### config.mk
export PLATFORM = sky130hd
export DESIGN_NAME = npu_ctrl
export DESIGN_NICKNAME = d
export VERILOG_FILES = /design/src/logic/npu_isa_pkg.sv /design/src/logic/npu_arch_pkg.sv /design/src/logic/npu_ctrl.sv
export SDC_FILE = /design/constraint.sdc
export NUM_CORES = 1
export LEC_CHECK = 0
export BUFFER_PORTS_ARGS = -buffer_cell sky130_fd_sc_hd__buf_4
export CORE_ASPECT_RATIO = 0.7
export CORE_MARGIN = 2
export CORE_UTILIZATION = 50
export DETAILED_ROUTE_END_ITERATION = 6
export GPL_TIMING_DRIVEN = 0
export PLACE_DENSITY = 0.85
export RECOVER_POWER = 100
export SYNTH_ARGS = -nofsm -noshare
export SYNTH_HDL_FRONTEND = slang
export SYNTH_SLANG_ARGS = --single-unit
### constraint.sdc
create_clock -name clk -period 2.6 [get_ports clk]
set_input_delay 0.39 -clock clk [delete_from_list [all_inputs] [get_ports clk]]
set_output_delay 0.39 -clock clk [all_outputs]
set_load 0.02 [all_outputs]
### src/logic/npu_isa_pkg.sv
`default_nettype none

package npu_isa_pkg;

    localparam int OP_W  = 3;
    localparam int REG_W = 4;
    localparam int IMM_W = 8;

    localparam logic [OP_W-1:0] OP_MOV    = 3'b010;
    localparam logic [OP_W-1:0] OP_VSTORE = 3'b101;
    localparam logic [OP_W-1:0] OP_VMAC   = 3'b110;

    // Scalar move, func picks low or high byte
    typedef struct packed {
        logic [OP_W-1:0]  opcode;
        logic [REG_W-1:0] rd;
        logic             func;
        logic [IMM_W-1:0] imm;
    } mov_fmt_t;

    // Register format, also used by VSTORE through rs2
    typedef struct packed {
        logic [OP_W-1:0]  opcode;
        logic [REG_W-1:0] rd;
        logic [REG_W-1:0] rs1;
        logic [REG_W-1:0] rs2;
        logic             func;
    } vmac_fmt_t;

    typedef union packed {
        mov_fmt_t  mov;
        vmac_fmt_t vmac;
    } inst_u;

endpackage

`default_nettype wire

### src/logic/npu_arch_pkg.sv
`default_nettype none

package npu_arch_pkg;

    localparam int DATA_W     = 16;
    localparam int ADDR_W     = 16;
    localparam int LANES      = 8;
    localparam int VREGS      = 16;
    localparam int SREGS      = 16;
    localparam int IMEM_DEPTH = 256;
    localparam int MAX_STORES = 8;

    localparam int LANE_W  = $clog2(LANES);
    localparam int VREG_W  = $clog2(VREGS);
    localparam int IMEM_AW = $clog2(IMEM_DEPTH);
    localparam int STORE_W = $clog2(MAX_STORES);

    // Address map, vector window is register then lane
    localparam logic [ADDR_W-1:0] INST_BASE = 16'h0000;
    localparam logic [ADDR_W-1:0] VEC_BASE  = 16'h0200;
    localparam int                VEC_AW    = VREG_W + LANE_W;

    typedef logic [DATA_W-1:0] elem_t;
    typedef elem_t [LANES-1:0] vec_t;

    typedef struct packed {
        logic              sop;
        logic              eop;
        logic [ADDR_W-1:0] addr;
        elem_t             data;
    } in_beat_t;

    typedef struct packed {
        logic  sop;
        logic  eop;
        elem_t data;
    } out_beat_t;

    typedef struct packed {
        logic              en;
        logic [VREG_W-1:0] vreg;
        logic [LANE_W-1:0] lane;
        elem_t             data;
    } vload_t;

    // VMAC operands for the lane stage
    typedef struct packed {
        logic              valid;
        logic              acc;
        logic [VREG_W-1:0] rd;
        elem_t             scalar;
    } exec_t;

endpackage

`default_nettype wire
### src/logic/npu_ctrl.sv
`timescale 1ns/1ns
`default_nettype none

module npu_ctrl (
    input  wire                              clk,
    input  wire                              rst_n,
    input  wire                              valid_i,
    input  wire npu_arch_pkg::in_beat_t      in_i,
    input  wire                              ready_i,
    input  wire                              store_en_i,
    input  wire [npu_isa_pkg::REG_W-1:0]     store_reg_i,
    input  wire npu_arch_pkg::elem_t         drain_elem_i,
    output logic                             ready_o,
    output logic                             imem_wen_o,
    output logic [npu_arch_pkg::IMEM_AW-1:0] imem_waddr_o,
    output npu_arch_pkg::elem_t              imem_wdata_o,
    output logic                             fetch_en_o,
    output logic [npu_arch_pkg::IMEM_AW-1:0] pc_o,
    output npu_arch_pkg::vload_t             vload_o,
    output logic [npu_isa_pkg::REG_W-1:0]    drain_reg_o,
    output logic [npu_arch_pkg::LANE_W-1:0]  drain_lane_o,
    output logic                             valid_o,
    output npu_arch_pkg::out_beat_t          out_o
);

    typedef enum logic [1:0] {
        ST_LOAD,
        ST_RUN,
        ST_WAIT,
        ST_DRAIN
    } state_t;

    state_t                           state;
    logic [npu_arch_pkg::IMEM_AW:0]   prog_len;
    logic [npu_arch_pkg::IMEM_AW:0]   len_next;
    logic [npu_arch_pkg::IMEM_AW-1:0] pc;
    logic                             wait_cnt;
    logic [npu_isa_pkg::REG_W-1:0]    store_list [npu_arch_pkg::MAX_STORES];
    logic [npu_arch_pkg::STORE_W:0]   store_cnt;
    logic [npu_arch_pkg::STORE_W-1:0] drain_idx;
    logic [npu_arch_pkg::LANE_W-1:0]  drain_lane;
    logic                             in_xfer, in_inst, in_vec;
    logic                             issue_last, list_full;
    logic                             out_xfer, last_lane, last_reg;

    //////////////////////////////////////////////////////////////////////
    // Loader
    //////////////////////////////////////////////////////////////////////

    assign ready_o = (state == ST_LOAD);
    assign in_xfer = valid_i && ready_o;

    assign in_inst = (in_i.addr >> npu_arch_pkg::IMEM_AW)
                     == (npu_arch_pkg::INST_BASE >> npu_arch_pkg::IMEM_AW);
    assign in_vec  = (in_i.addr >> npu_arch_pkg::VEC_AW)
                     == (npu_arch_pkg::VEC_BASE >> npu_arch_pkg::VEC_AW);

    assign imem_wen_o   = in_xfer && in_inst;
    assign imem_waddr_o = in_i.addr[npu_arch_pkg::IMEM_AW-1:0];
    assign imem_wdata_o = in_i.data;

    always_comb begin
        vload_o.en   = in_xfer && in_vec;
        vload_o.vreg = in_i.addr[npu_arch_pkg::VEC_AW-1:npu_arch_pkg::LANE_W];
        vload_o.lane = in_i.addr[npu_arch_pkg::LANE_W-1:0];
        vload_o.data = in_i.data;
    end

    // sop restarts the count before this beat adds to it
    assign len_next = (in_i.sop ? '0 : prog_len)
                      + {{npu_arch_pkg::IMEM_AW{1'b0}}, in_inst};

    assign issue_last = ({1'b0, pc} == prog_len - 1'b1);
    assign fetch_en_o = (state == ST_RUN);
    assign pc_o       = pc;

    //////////////////////////////////////////////////////////////////////
    // Stored register list
    //////////////////////////////////////////////////////////////////////

    assign list_full = (store_cnt == npu_arch_pkg::MAX_STORES);

    always_ff @(posedge clk or negedge rst_n) begin
        if (!rst_n) begin
            store_cnt <= '0;
        end else if (in_xfer && in_i.sop) begin
            store_cnt <= '0;
        end else if (store_en_i && !list_full) begin
            store_cnt <= store_cnt + 1'b1;
        end
    end

    always_ff @(posedge clk) begin
        if (store_en_i && !list_full) begin
            store_list[store_cnt[npu_arch_pkg::STORE_W-1:0]] <= store_reg_i;
        end
    end

    //////////////////////////////////////////////////////////////////////
    // Drain
    //////////////////////////////////////////////////////////////////////

    assign valid_o   = (state == ST_DRAIN);
    assign out_xfer  = valid_o && ready_i;
    assign last_lane = (drain_lane == npu_arch_pkg::LANES - 1);
    assign last_reg  = ({1'b0, drain_idx} == store_cnt - 1'b1);

    assign drain_reg_o  = store_list[drain_idx];
    assign drain_lane_o = drain_lane;

    always_comb begin
        out_o.sop  = (drain_idx == '0) && (drain_lane == '0);
        out_o.eop  = last_reg && last_lane;
        out_o.data = drain_elem_i;
    end

    always_ff @(posedge clk or negedge rst_n) begin
        if (!rst_n) begin
            state      <= ST_LOAD;
            prog_len   <= '0;
            pc         <= '0;
            wait_cnt   <= 1'b0;
            drain_idx  <= '0;
            drain_lane <= '0;
        end else begin
            case (state)
                ST_LOAD: begin
                    if (in_xfer) begin
                        prog_len <= len_next;
                        if (in_i.eop) begin
                            pc       <= '0;
                            wait_cnt <= 1'b0;
                            state    <= (len_next == '0) ? ST_WAIT : ST_RUN;
                        end
                    end
                end
                ST_RUN: begin
                    pc <= pc + 1'b1;
                    if (issue_last) begin
                        wait_cnt <= 1'b0;
                        state    <= ST_WAIT;
                    end
                end
                ST_WAIT: begin
                    // Two cycles for decode and lane writeback
                    wait_cnt <= 1'b1;
                    if (wait_cnt) begin
                        drain_idx  <= '0;
                        drain_lane <= '0;
                        state      <= (store_cnt == '0) ? ST_LOAD : ST_DRAIN;
                    end
                end
                default: begin
                    if (out_xfer) begin
                        if (last_lane) begin
                            drain_lane <= '0;
                            drain_idx  <= drain_idx + 1'b1;
                            if (last_reg) begin
                                state <= ST_LOAD;
                            end
                        end else begin
                            drain_lane <= drain_lane + 1'b1;
                        end
                    end
                end
            endcase
        end
    end

endmodule

`default_nettype wire

After elaboration in Yosys (flattened, before gate mapping). Memory sizes are Yosys's and may differ from the RTL's. Cells that the tools add are included.

Logic and storage cells: 87. Memories kept: 1. Input port bits: 59. Register bits after elaboration: 30. RAM bits: 32. Output and inout bits: 85.

Bitwise operators: 1. Muxes and demuxes: 29. Eq/ne operators: 12. Reduce and logical (&&, ||, !) cells: 30. Add/subtract/negate cells: 7.

Memories: store_list (depth 8, bits a word 4, rd ports 1, clocked after Yosys merged registers in 0, write ports 1, RTL line npu_ctrl.sv:38) `logic [npu_isa_pkg::REG_W-1:0] store_list [npu_arch_pkg::MAX_STORES];`.

Operators by type and width (count): $mux W2 (9); $logic_not A16 Y1 (1); $mux W8 (2); $pmux W8 S2 (1); $mux W3 (5); $pmux W3 S2 (2); $reduce_bool A4 Y1 (3); $add A9 B1 Y9 (1); $eq A8 B9 Y1 (1); $eq A9 B3 Y1 const B (1); $logic_not A9 Y1 (1); $mux W9 (1); $sub A9 B1 Y9 const B (1); $add A8 B1 Y8 const B (1); $logic_and A1 B1 Y1 (8); $mux W4 (2); $reduce_and A4 Y1 (2); $reduce_bool A2 Y1 (4); $reduce_and A7 Y1 (1); $add A3 B1 Y3 const B (2); $logic_not A3 Y1 (2); $pmux W2 S3 (1); $reduce_and A3 Y1 (2); $mux W1 (5); 17 further kinds (20).

Depth between registers and ports, before layout. Gate-level depths: netlist of the first run.

Depth after elaboration: 7. Depth in mapped cells: 11. Mapped depth without buffers: 10.

Least setup slack after synthesis of the first run. No wires, ideal clock.

Path type: input port to flip-flop. From: in in_i[33] (netlist bit). To: reg state[0]. Arrival time: 2.448 ns. Buffers on the path: 3. Cell stages on the path: 11. Data required time: 2.476 ns. Setup time: 0.124 ns. Setup slack: 0.029 ns. Path through: clkbuf_1 > clkbuf_1 > nor2_1 > ha_1 > ha_1 > clkbuf_1 > and3_2 > xnor2_1 > a31oi_1 > o31a_1 > o31a_1.

Longest elaborated chain between the ends: 7.

RTL lines: start: declaration (RTL line npu_ctrl.sv:8) `input wire npu_arch_pkg::in_beat_t in_i,`; $mux W9 (RTL line npu_ctrl.sv:70) `assign len_next = (in_i.sop ? '0 : prog_len)`; $add A9 B1 Y9 (RTL line npu_ctrl.sv:71) `+ {{npu_arch_pkg::IMEM_AW{1'b0}}, in_inst};`; $logic_not A9 Y1 (RTL line npu_ctrl.sv:133) `state <= (len_next == '0) ? ST_WAIT : ST_RUN;`; $mux W2 (RTL line npu_ctrl.sv:133); $mux W2 (RTL line npu_ctrl.sv:130) `if (in_i.eop) begin`; $mux W2 (RTL line npu_ctrl.sv:128) `if (in_xfer) begin`; $pmux W2 S3 (RTL line npu_ctrl.sv:126) `case (state)`; end signal: assignment (RTL line npu_ctrl.sv:133); end signal: assignment (RTL line npu_ctrl.sv:150) `state <= (store_cnt == '0) ? ST_LOAD : ST_DRAIN;`; end: declaration (RTL line npu_ctrl.sv:33) `state_t state;`.

Every way passes these cells. The select of a mux whose other input is x is not followed. A chain may end at the register's enable or synchronous reset.

==> metrics.md, run 1 <==
| Metric | Value |
|---|---|
| Largest family of logic cells by synthesized area | buffers and inverters |
| Die W | approximately 110 microns |
| Final setup margin | 0.0552 ns |
| Sequential fraction of the synthesis area | a little over two fifths |
| Max Fclk | 0.393 GHz |
| Peak VDD IR | 0.505 mV |
| Starting density of the core | 51.0% |
| Top cell type's share of synthesized area | 24.1% |
| CTS tree | yes |
| Mapped cell area | approximately 4000 sq um |
| First-pass GRT wire length | about 16,000 microns |
| CTS Root Cell | clkbuf_16 |
| GR Overflow Total | 0 |
| CP Class | flop to primary output |
| Initial drt markers | 284 |
| Count of mapped cells out of synthesis | between 300 and 400 |
| Final wirelength | 10,100 microns |
| H-tree levels | 3 |
| Fin. Hold Viols | 0 |
| Setup crit start kind | flop |
| Synth Register Bits | just over 60 |
| DRC Markers | 0 |
| Drt wl/cell | ~17 microns |
| Pre-CTS setup slack | -0.435 ns |
| GPL Wtd Cong | roughly 0.85 |
| Critical Path RT | approximately 2.2 ns |
| EDFF count, synth | 32 |
| Worst-Skew Late Latency | around 0.33 ns |
| Die Ht | 78.7 microns |
| Number of CTS-inserted buffers | 9 |
| Setup_tns | 0 ns |
| Via count | approximately 3,400 |
| RSZ-0062 raised after global routing | false |
| Hold WC Path Type | input port to flop |
| Slew Limit Fails | 0 |
| Post-Synth Simple-Gate Area | between 10% and 20% |
| Multi-input logic area | about 1700 sq um |
| Slew @ Worst Pin | slightly below 0.8 ns |
| PD cells | 960 nW/um^2 |
| Ys flop type | edfxtp_1 |
| Final Skew | between 0.009 and 0.01 ns |
| CP endpoint kind | primary output |
| Vias per Instance | approximately 5.6 |
| # port buffers | approximately 100 |
| Post-synthesis mux area share | under 10% |
| Fin crit share | between 90% and 100% |
| Drt pass-1 iters | 5 |
| Ports | ~140 |
| Synth area leaders | edfxtp_1, dfrtp_1, buf_4, mux4_2, ha_1 |
| Longest Clk Path Bufs | 2 |
| R2R depth | 9 |
| Share of cells above drive strength 1 | about a quarter |
| Num rows | 27 |
| N_diodes | 0 |
| Crit Reg-Reg Endpoint | state[1] |
| Number of max-cap violations | 0 |
| Critical path arrival | ~2.2 ns |
| Die ar. | 8700 sq um |
| Largest net degree at the start of global routing | 31 |
| Core ar. | roughly 8000 sq um |
| Reg clk slew, reported paths | roughly 0.050 ns |
| XOR/XNOR Fraction of Synth Area | approximately 5.7% |
| Status | finished clean |
| FF/Latch Area | roughly 1700 sq um |
| Filler Cell Count | 672 |
| Area leader, netlist | edfxtp_1 |
| Net Count, Synth | 458 |
| Total track usage | about 23% |
| Setup violations, final | 0 |
| WHS Path Cells | 1 |
| Vias in the first global route | between 3,000 and 4,000 |
| Complex-gate fraction of the synthesized area | a little over a tenth |
| Nets | around 570 |
| Adder-cell share of the synthesized area | under 10% |
| Crit Path Max Fanout | 9 |
| Post-route ant nets | 0 |
| Synth cell types | 54 |
| Hold Crit Start | store_reg_i[1] |
| Initial antenna violation count | 0 |
| Async set-reset flop share out of synthesis | 48.4% |
| Pleak | 2.02 nW |
| Reg-to-reg slack, setup | 0.11 ns |
| Worst rel slew slack | a little under half |
| Clock Sinks | 62 |
| Worst r2r src | prog_len[0] |
| DPL Wire Length | 7100 microns |
| Mapped Avg Cell Area | 10.3 sq um |
| Hold Path Sink | store_list[3][1] |
| Area grow syn2layout | 22.7% |
| Final min period | around 2.5 ns |
| Yosys warnings | 0 |
==> how the worst max path moves through the flow <==
stage | start | cells past startpoint | to | slack (ns)
2_1_floorplan | in_i[33] | 11 | state[0] | 0.03
3_3_place_gp | in_i[33] | 11 | state[0] | -0.37
3_5_place_dp | in_i[33] | 11 | state[0] | -0.44
4_1_cts | store_cnt[1] | 7 | out_o[16] | 0.006
5_1_grt | prog_len[0] | 9 | state[1] | 0.002
6_report | store_cnt[1] | 6 | out_o[16] | 0.06
==> area by class of cell <==
class,count,area share [%]
buffer,81,11.6
clock buffer,15,5.48
clock inverter,1,0.615
inverter,12,0.922
multi-input combinational,228,34.1
sequential,62,35.1
tap,101,2.59
timing repair buffer,104,9.63
==> stage by stage <==
stage / cells / hold WS, ns / area [sq um] / power [mW] / util, %
floorplan: 387 / 0.0944 / 3980 / 2.92 / -
global placement: 591 / 0.342 / 4880 / 3.48 / 62.5
detailed placement: 591 / 0.344 / 4880 / 3.57 / 62.5
CTS: 605 / 0.288 / 5180 / 4.79 / 66.4
global route: 604 / 0.431 / 4880 / 4.94 / 62.6
finish: 604 / 0.407 / 4880 / 4.69 / 62.6
==> power by group <==
group	internal (mW)	switching (mW)	leakage, nW
sequential	1.27	0.245	0.670
combinational	0.815	1.16	1.20
clock	0.794	0.402	0.144
total	2.88	1.81	2.02
==> routing by layer <==
| metal | vias up | wire [microns] | track usage, % |
|---|---|---|---|
| li1 | 1546 | - | - |
| met1 | 1622 | 4040 | 29.3 |
| met2 | 205 | 4870 | 37.8 |
| met3 | 33 | 939 | 5.02 |
| met4 | 0 | 194 | 7.63 |
| met5 | - | 0 | 0 |
==> state kept, by name, summed over array words and instances (netlist names) <==
| register | count |
|---|---|
| store_list | 32 |
| store_cnt | 4 |
| state | 2 |
| prog_len | 9 |
| drain_idx | 3 |
| pc_o | 8 |
| wait_cnt | 1 |
| drain_lane_o | 3 |
==> worst max-delay path: stages (launching register included) <==
cell      delay [ns]
dfrtp_1         0.51
inv_1           0.14
ha_1            0.21
xnor2_1         0.19
nor4bb_1        0.32
o2111a_1        0.27
clkbuf_2        0.19
==> cell usage after synthesis, drive strengths merged (2+ instances only) <==
cell type	instances
mux2	4
nand3	12
nand4	4
and2	2
nor4bb	2
nor3b	3
o31a	3
a21oi	11
buf	72
mux4	8
inv	11
a31oi	6
edfxtp	32
clkbuf	13
a2111oi	2
nor3	16
nor2	29
a21o	3
o211ai	3
o21ai	22
xnor2	16
mux2i	5
nor2b	2
xor2	9
and3	7
dfrtp	30
nor4	3
a22o	3
nand2	24
ha	12
o31ai	2
==> layout by cell type, fill, tap and decap left out, drive strengths merged, types with 8 or more instances in the layout <==
master	n
nand3	12
inv	11
xor2	9
ha	12
buf	90
mux4	8
xnor2	16
nor3	16
nor2	29
a21oi	11
edfxtp	32
nand2	24
o21ai	22
dfrtp	30
clkbuf	109
==> logic make-up after synthesis <==
logic type      after synthesis
flops                        62
fa+ha+maj                    12
xor+xnor                     25
buf+inv                      97
mux                          17
compound gates               64
simple gates                110
==> what timing repair did <==
item	4_1_cts	5_1_grt
hold endpoints to repair	10	0
endpoints found under the setup margin	9	8
hold buffers	1	0
gates resized for setup	2	7
setup buffers	0	0
Note: power is estimated with default switching activity, not from simulation.
==> inputs of run 2 (changes only) <==
==> constraint.sdc (replaced) <==
create_clock -name clk -period 2.6 [get_ports clk]
set_input_delay 0.52 -clock clk [delete_from_list [all_inputs] [get_ports clk]]
set_output_delay 0.52 -clock clk [all_outputs]
set_load 0.02 [all_outputs]
==> metrics.md, run 2 (synthesized netlist as in run 1, its figures left out) <==
| Metric | Value |
|---|---|
| CTS Root Cell | clkbuf_16 (unchanged) |
| Clock Power Share | 25.3% (was 25.5%) |
| R2R depth | 8 (was 9) |
| Hold WS | 0.551 ns (was 0.407 ns) |
| Max reg flops | 32 (unchanged) |
| Num rows | 27 (unchanged) |
| First-pass GRT wire length | 16,200 microns (was 15,600 microns) |
| WHS Path Cells | 2 (was 1) |
| Worst-Skew Late Latency | 0.33 ns (about the same) |
| Starting density of the core | 51.0% (unchanged) |
| Sw Pwr | 1.91 mW (was 1.81 mW) |
| Most frequent cells in the layout | clkbuf_1, buf_4, edfxtp_1 (unchanged) |
| Power share of the sequential group | 31.4% (was 32.2%) |
| Critical path arrival | 2.01 ns (was 2.15 ns) |
| CP Class | flop to primary output (unchanged) |
| Ports | 144 (unchanged) |
| Longest Clk Path Bufs | 2 (unchanged) |
| Vias per Instance | 5.67 (was 5.64) |
| Failing checks | max-capacitance violations, max-slew violations |
| Final min period | 2.53 ns (was 2.54 ns) |
| Via count | 3,427 (was 3,406) |
| DRC Markers | 0 (unchanged) |
| Fin crit share | 97.4% (was 97.9%) |
| Total track usage | 23.4% (was 22.6%) |
| Final wirelength | 10,200 microns (was 10,100 microns) |
| Status | finished with violations (was finished clean) |
| Initial antenna violation count | 0 (unchanged) |
| PD cells | 968 nW/um^2 (was 960 nW/um^2) |
| Filler Cell Count | 665 (was 672) |
| Reg clk slew, reported paths | 0.05 ns (about the same) |
| GPL Wtd Cong | 0.918 (was 0.846) |
| Cell-internal power | 2.88 mW (about the same) |
| Worst r2r src | prog_len[0] (unchanged) |
| CTS tree | yes (unchanged) |
| Crit Path Max Fanout | 10 (was 9) |
| Comb pwr share | 43.3% (was 42.2%) |
| Share of cells above drive strength 1 | 29.0% (was 26.4%) |
| Die Ht | 78.7 microns (unchanged) |
| CP endpoint kind | primary output (unchanged) |
| # port buffers | 103 (unchanged) |
| Number of max-cap violations | 1 (was 0) |
| Slew @ Worst Pin | 1.72 ns (was 0.785 ns) |
| Clock Sinks | 62 (unchanged) |
| Drt wl/cell | 16.9 microns (was 16.6 microns) |
| Peak VDD IR | 0.659 mV (was 0.505 mV) |
| Reg-to-reg slack, setup | 0.17 ns (was 0.11 ns) |
| Critical Path RT | 2.08 ns (was 2.21 ns) |
| Core ar. | 7800 sq um (unchanged) |
| Final Skew | 0.00574 ns (was 0.00987 ns) |
| Max Fclk | 0.395 GHz (was 0.393 GHz) |
| GR Overflow Total | 0 (unchanged) |
| Setup violations, final | 0 (unchanged) |
| Net Sw Frac | 39.9% (was 38.6%) |
| Final Cell Area | 4940 sq um (was 4880 sq um) |
| Die ar. | 8700 sq um (unchanged) |
| Drt pass-1 iters | 5 (unchanged) |
| Hold WC Path Type | flop to flop (was input port to flop) |
| Number of CTS-inserted buffers | 9 (unchanged) |
| Nets | 569 (unchanged) |
| Setup crit start kind | flop (unchanged) |
| Hold Buf Count CTS | 0 (was 1) |
| H-tree levels | 3 (unchanged) |
| Post-DP Area | 4890 sq um (was 4880 sq um) |
| Vias in the first global route | 3,213 (was 3,174) |
| Slew Limit Fails | 31 (was 0) |
| Post-route ant nets | 0 (unchanged) |
| Fin. Hold Viols | 0 (unchanged) |
| Worst rel slew slack | -14.6% (was 47.3%) |
| Hold Path Sink | drain_lane_o[2] (was store_list[3][1]) |
| Largest net degree at the start of global routing | 31 (unchanged) |
| Setup_tns | 0 ns (unchanged) |
| N_diodes | 0 (unchanged) |
| Crit Reg-Reg Endpoint | state[0] (was state[1]) |
| Area grow syn2layout | 24.2% (was 22.7%) |
| Hold Crit Start | drain_lane_o[2] (was store_reg_i[1]) |
| Pleak | 2.04 nW (was 2.02 nW) |
| Initial drt markers | 328 (was 284) |
| Die W | 111 microns (unchanged) |
| DPL Wire Length | 7200 microns (was 7100 microns) |
| Most common cell after layout, fill and taps aside | clkbuf_1 (unchanged) |
==> run 2: changes by cell type in the layout (fill, tap and decap cells not counted), moves of 2 or more <==
cell        previous run  this run
clkinv_4               0         2
clkbuf_8               2         0
clkbuf_4               0         2
nor3_1                15        12
nor3_2                 0         3
clkbuf_1              93        87
clkinvlp_4             0         3
==> run 2: what timing repair did <==
item,CTS,global route
endpoints found under the setup margin,10,7
pin swaps,0,1
resized for setup,8,14
cloned,0,0
setup buffers,1,0
endpoints found under the hold margin,0,0
==> run 2: layer usage <==
| metal | share of wire [%] | global-route usage, % |
|---|---|---|
| met5 | 0 | 0 |
| met3 | 8.5 | 5.17 |
| met1 | 40 | 30.4 |
| met4 | 1.6 | 8.00 |
| met2 | 50 | 39.1 |
==> run 2: metrics by stage <==
step                instances  setup WS (ns)  total power [mW]  util, %
floorplan                 387        -0.0351              2.92        -
global placement          591         -0.414              3.48     62.6
detailed placement        591         -0.510              3.57     62.6
CTS                       604         0.0129              4.83     66.6
global route              604        -0.0219              5.05     63.4
finish                    604         0.0665              4.79     63.4
==> run 2: cell type report <==
cell class | count | area [sq um] | share of cell area [%]
inverters | 12 | 48.8 | 0.987
repair buffers | 104 | 473 | 9.56
plain buffers | 81 | 576 | 11.6
multi-input cells | 228 | 1710 | 34.5
clock inverters | 6 | 71.3 | 1.44
clock buffers | 10 | 229 | 4.63
well taps | 101 | 126 | 2.56
flip-flops and latches | 62 | 1710 | 34.7
==> run 2: power by group through the flow <==
| stage | clock (mW) | sequential (mW) | combinational, mW |
|---|---|---|---|
| after floorplan | 0 | 1.50 | 1.42 |
| after global placement | 0 | 1.47 | 2.01 |
| after detailed placement | 0 | 1.48 | 2.09 |
| after CTS | 1.22 | 1.49 | 2.12 |
| after global routing | 1.26 | 1.53 | 2.26 |
| final | 1.21 | 1.50 | 2.07 |
==> run 2: worst max-delay path by stage <==
stage | startpoint | to | slack, ns | depth (start not counted)
after floorplan | in_i[29] | state[0] | -0.04 | 11
after CTS | in_i[29] | state[0] | 0.01 | 11
after detailed placement | in_i[29] | state[0] | -0.51 | 12
after global placement | in_i[29] | state[0] | -0.41 | 12
after global routing | store_cnt[1] | out_o[16] | -0.02 | 6
final | drain_idx[0] | drain_reg_o[3] | 0.07 | 4
==> run 2: critical path, cell delays in order (launching register included) <==
cell	delay [ns]
dfrtp_1	0.47
buf_6	0.21
mux4_2	0.54
mux2_2	0.30
buf_2	0.16
==> inputs of run 3 (changes only) <==
==> constraint.sdc (replaced) <==
create_clock -name clk -period 2.36 [get_ports clk]
set_input_delay 0.472 -clock clk [delete_from_list [all_inputs] [get_ports clk]]
set_output_delay 0.472 -clock clk [all_outputs]
set_load 0.02 [all_outputs]
==> metrics.md, run 3 (synthesized netlist as in run 1, its figures left out) <==
| Metric | Value |
|---|---|
| Multi-input logic area | 1790 sq um (was 1710 sq um) |
| Failing checks | max-capacitance violations, max-slew violations (unchanged) |
| Sw Pwr | 2.13 mW (was 1.91 mW) |
| Share of cells above drive strength 1 | 36.3% (was 29.0%) |
| Drt pass-1 iters | 5 (unchanged) |
| Vias in the first global route | 3,270 (was 3,213) |
| Crit Path Max Fanout | 7 (was 10) |
| Worst r2r src | prog_len[0] (unchanged) |
| H-tree levels | 3 (unchanged) |
| Vias per Instance | 5.60 (was 5.67) |
| Post-DP Area | 4920 sq um (was 4890 sq um) |
| Crit Reg-Reg Endpoint | state[0] (unchanged) |
| Die ar. | 8700 sq um (unchanged) |
| CTS Root Cell | clkbuf_16 (unchanged) |
| CP Class | flop to flop (was flop to primary output) |
| Number of max-cap violations | 1 (unchanged) |
| Final min period | approximately 2.3 ns |
| R2R depth | 9 (was 8) |
| Pleak | 2.16 nW (was 2.04 nW) |
| RSZ-0062 raised after global routing | true |
| Final Skew | 0.00671 ns (was 0.00574 ns) |
| Final wirelength | 10,300 microns (was 10,200 microns) |
| Reg clk slew, reported paths | 0.06 ns (was 0.05 ns) |
| Setup crit start kind | flop (unchanged) |
| Setup violations, final | 0 (unchanged) |
| Hold Path Sink | store_list[4][0] (was drain_lane_o[2]) |
| CP endpoint kind | flop (was primary output) |
| Drt wl/cell | 16.7 microns (was 16.9 microns) |
| GR Overflow Total | 0 (unchanged) |
| PD cells | 1050 nW/um^2 (was 968 nW/um^2) |
| WHS Path Cells | 1 (was 2) |
| Longest Clk Path Bufs | 2 (unchanged) |
| Area grow syn2layout | 30.4% (was 24.2%) |
| Final Cell Area | 5190 sq um (was 4940 sq um) |
| Max reg flops | 32 (unchanged) |
| # port buffers | 103 (unchanged) |
| Max Fclk | 0.426 GHz |
| Slew @ Worst Pin | 1.61 ns (was 1.72 ns) |
| Fin. Hold Viols | 0 (unchanged) |
| Via count | 3,440 (was 3,427) |
| Peak VDD IR | 0.605 mV (was 0.659 mV) |
| Most frequent cells in the layout | buf_4, clkbuf_1, edfxtp_1 (was clkbuf_1, buf_4, edfxtp_1) |
| Post-route ant nets | 0 (unchanged) |
| Cell-internal power | 3.33 mW (was 2.88 mW) |
| Fin crit share | just under 100% |
| FF/Latch Area | 1720 sq um (was 1710 sq um) |
| Critical Path RT | 2.57 ns (was 2.08 ns) |
| Final core occ | 66.5% (was 63.4%) |
| Reg-to-reg slack, setup | 0.01 ns (was 0.17 ns) |
| Num rows | 27 (unchanged) |
| Clock Sinks | 62 (unchanged) |
| Clock Power Share | 24.5% (was 25.3%) |
| Worst-Skew Late Latency | 0.33 ns (about the same) |
| Power share of the sequential group | 30.1% (was 31.4%) |
| Hold Buf Count CTS | 0 (unchanged) |
| Slew Limit Fails | 31 (unchanged) |
| DPL Wire Length | 7210 microns (was 7200 microns) |
| Status | finished with violations (unchanged) |
| CTS tree | yes (unchanged) |
| Starting density of the core | 51.0% (unchanged) |
| Worst rel slew slack | -7.14% (was -14.6%) |
| Total track usage | 23.0% (was 23.4%) |
| Most common cell after layout, fill and taps aside | buf_4 (was clkbuf_1) |
| Initial antenna violation count | 0 (unchanged) |
| DRC Markers | 0 (unchanged) |
| GPL Wtd Cong | 0.891 (was 0.918) |
| Filler Cell Count | 639 (was 665) |
| Critical path arrival | 2.56 ns (was 2.01 ns) |
| Comb pwr share | 45.5% (was 43.3%) |
| Net Sw Frac | 39.1% (was 39.9%) |
| Initial drt markers | 395 (was 328) |
| Hold Crit Start | store_reg_i[0] (was drain_lane_o[2]) |
| Hold WC Path Type | input port to flop (was flop to flop) |
| Die W | 111 microns (unchanged) |
| First-pass GRT wire length | 16,000 microns (was 16,200 microns) |
| Die Ht | 78.7 microns (unchanged) |
| Ports | 144 (unchanged) |
| Nets | 579 (was 569) |
| Largest net degree at the start of global routing | 31 (unchanged) |
| N_diodes | 0 (unchanged) |
| Number of CTS-inserted buffers | 9 (unchanged) |
| Core ar. | 7800 sq um (unchanged) |
-- run 3: cell count changes in the layout (fill, tap and decap cells not counted), moves of 3 or more --
cell      before  now
buf_6          2    6
dfrtp_2        2    5
dfrtp_1       28   25
clkbuf_1      87   72
nor2_1        27   24
buf_4         85  107
nor2_2         1    4
inv_6          1    4
-- run 3: layout make-up --
type | count | area share, %
inverter | 12 | 0.892
tap | 101 | 2.43
multi-input combinational | 228 | 34.4
clock buffer | 9 | 4.34
timing repair buffer | 114 | 12.0
sequential | 62 | 33.1
clock inverter | 7 | 1.49
buffer | 81 | 11.3
-- run 3: what timing repair did --
action | CTS | global route
setup endpoints to repair | 26 | 11
pin swaps | 5 | 14
resized for setup | 21 | 24
setup buffers | 6 | 5
-- run 3: worst max-delay path by stage --
stage               slack [ns]         start  cells after the start        end
CTS                      -0.08  store_cnt[0]                      6  out_o[16]
global placement         -0.35      in_i[29]                     12   state[0]
finish                    0.01   prog_len[0]                      9   state[0]
global route             -0.06      in_i[29]                     11   state[0]
floorplan                -0.06      in_i[29]                     11   state[0]
detailed placement       -0.41      in_i[29]                     12   state[0]
-- run 3: through the flow --
stage | TNS (ns) | setup slack, ns | instances | total power, mW | hold WS [ns]
2_1_floorplan | -0.0581 | -0.0581 | 387 | 3.22 | 0.176
3_3_place_gp | -0.983 | -0.353 | 591 | 3.85 | 0.426
3_5_place_dp | -2.11 | -0.406 | 591 | 3.94 | 0.429
4_1_cts | -0.0848 | -0.0792 | 609 | 5.37 | 0.0791
5_1_grt | -0.0806 | -0.0578 | 614 | 5.75 | 0.515
6_report | 0 | 0.0119 | 614 | 5.46 | 0.509
-- run 3: layer usage --
layer  GRT usage (%)  wire length, microns  vias up  share of wire [%]
li1                -                     -     1560                  -
met5               0                     0        -                  0
met1            28.9                  4080     1668                 40
met3            5.10                   864       20                8.4
met2            39.8                  5180      192                 50
met4            7.38                   159        0                1.5
-- run 3: worst max-delay path, cell delays in order, from the launching register on --
cell and delay, ns:
dfrtp_2 0.41, inv_1 0.12, nor2_1 0.21, ha_4 0.21, ha_4 0.18, and3_4 0.21, xnor2_1 0.12, a31oi_1 0.10
o31a_1 0.36, o31a_1 0.31
-- run 3: power by group through the flow --
stage / clock, mW / sequential (mW) / combinational [mW]
CTS: 1.34 / 1.63 / 2.40
floorplan: 0 / 1.66 / 1.56
global route: 1.39 / 1.68 / 2.68
finish: 1.34 / 1.64 / 2.48
global placement: 0 / 1.62 / 2.23
detailed placement: 0 / 1.64 / 2.31
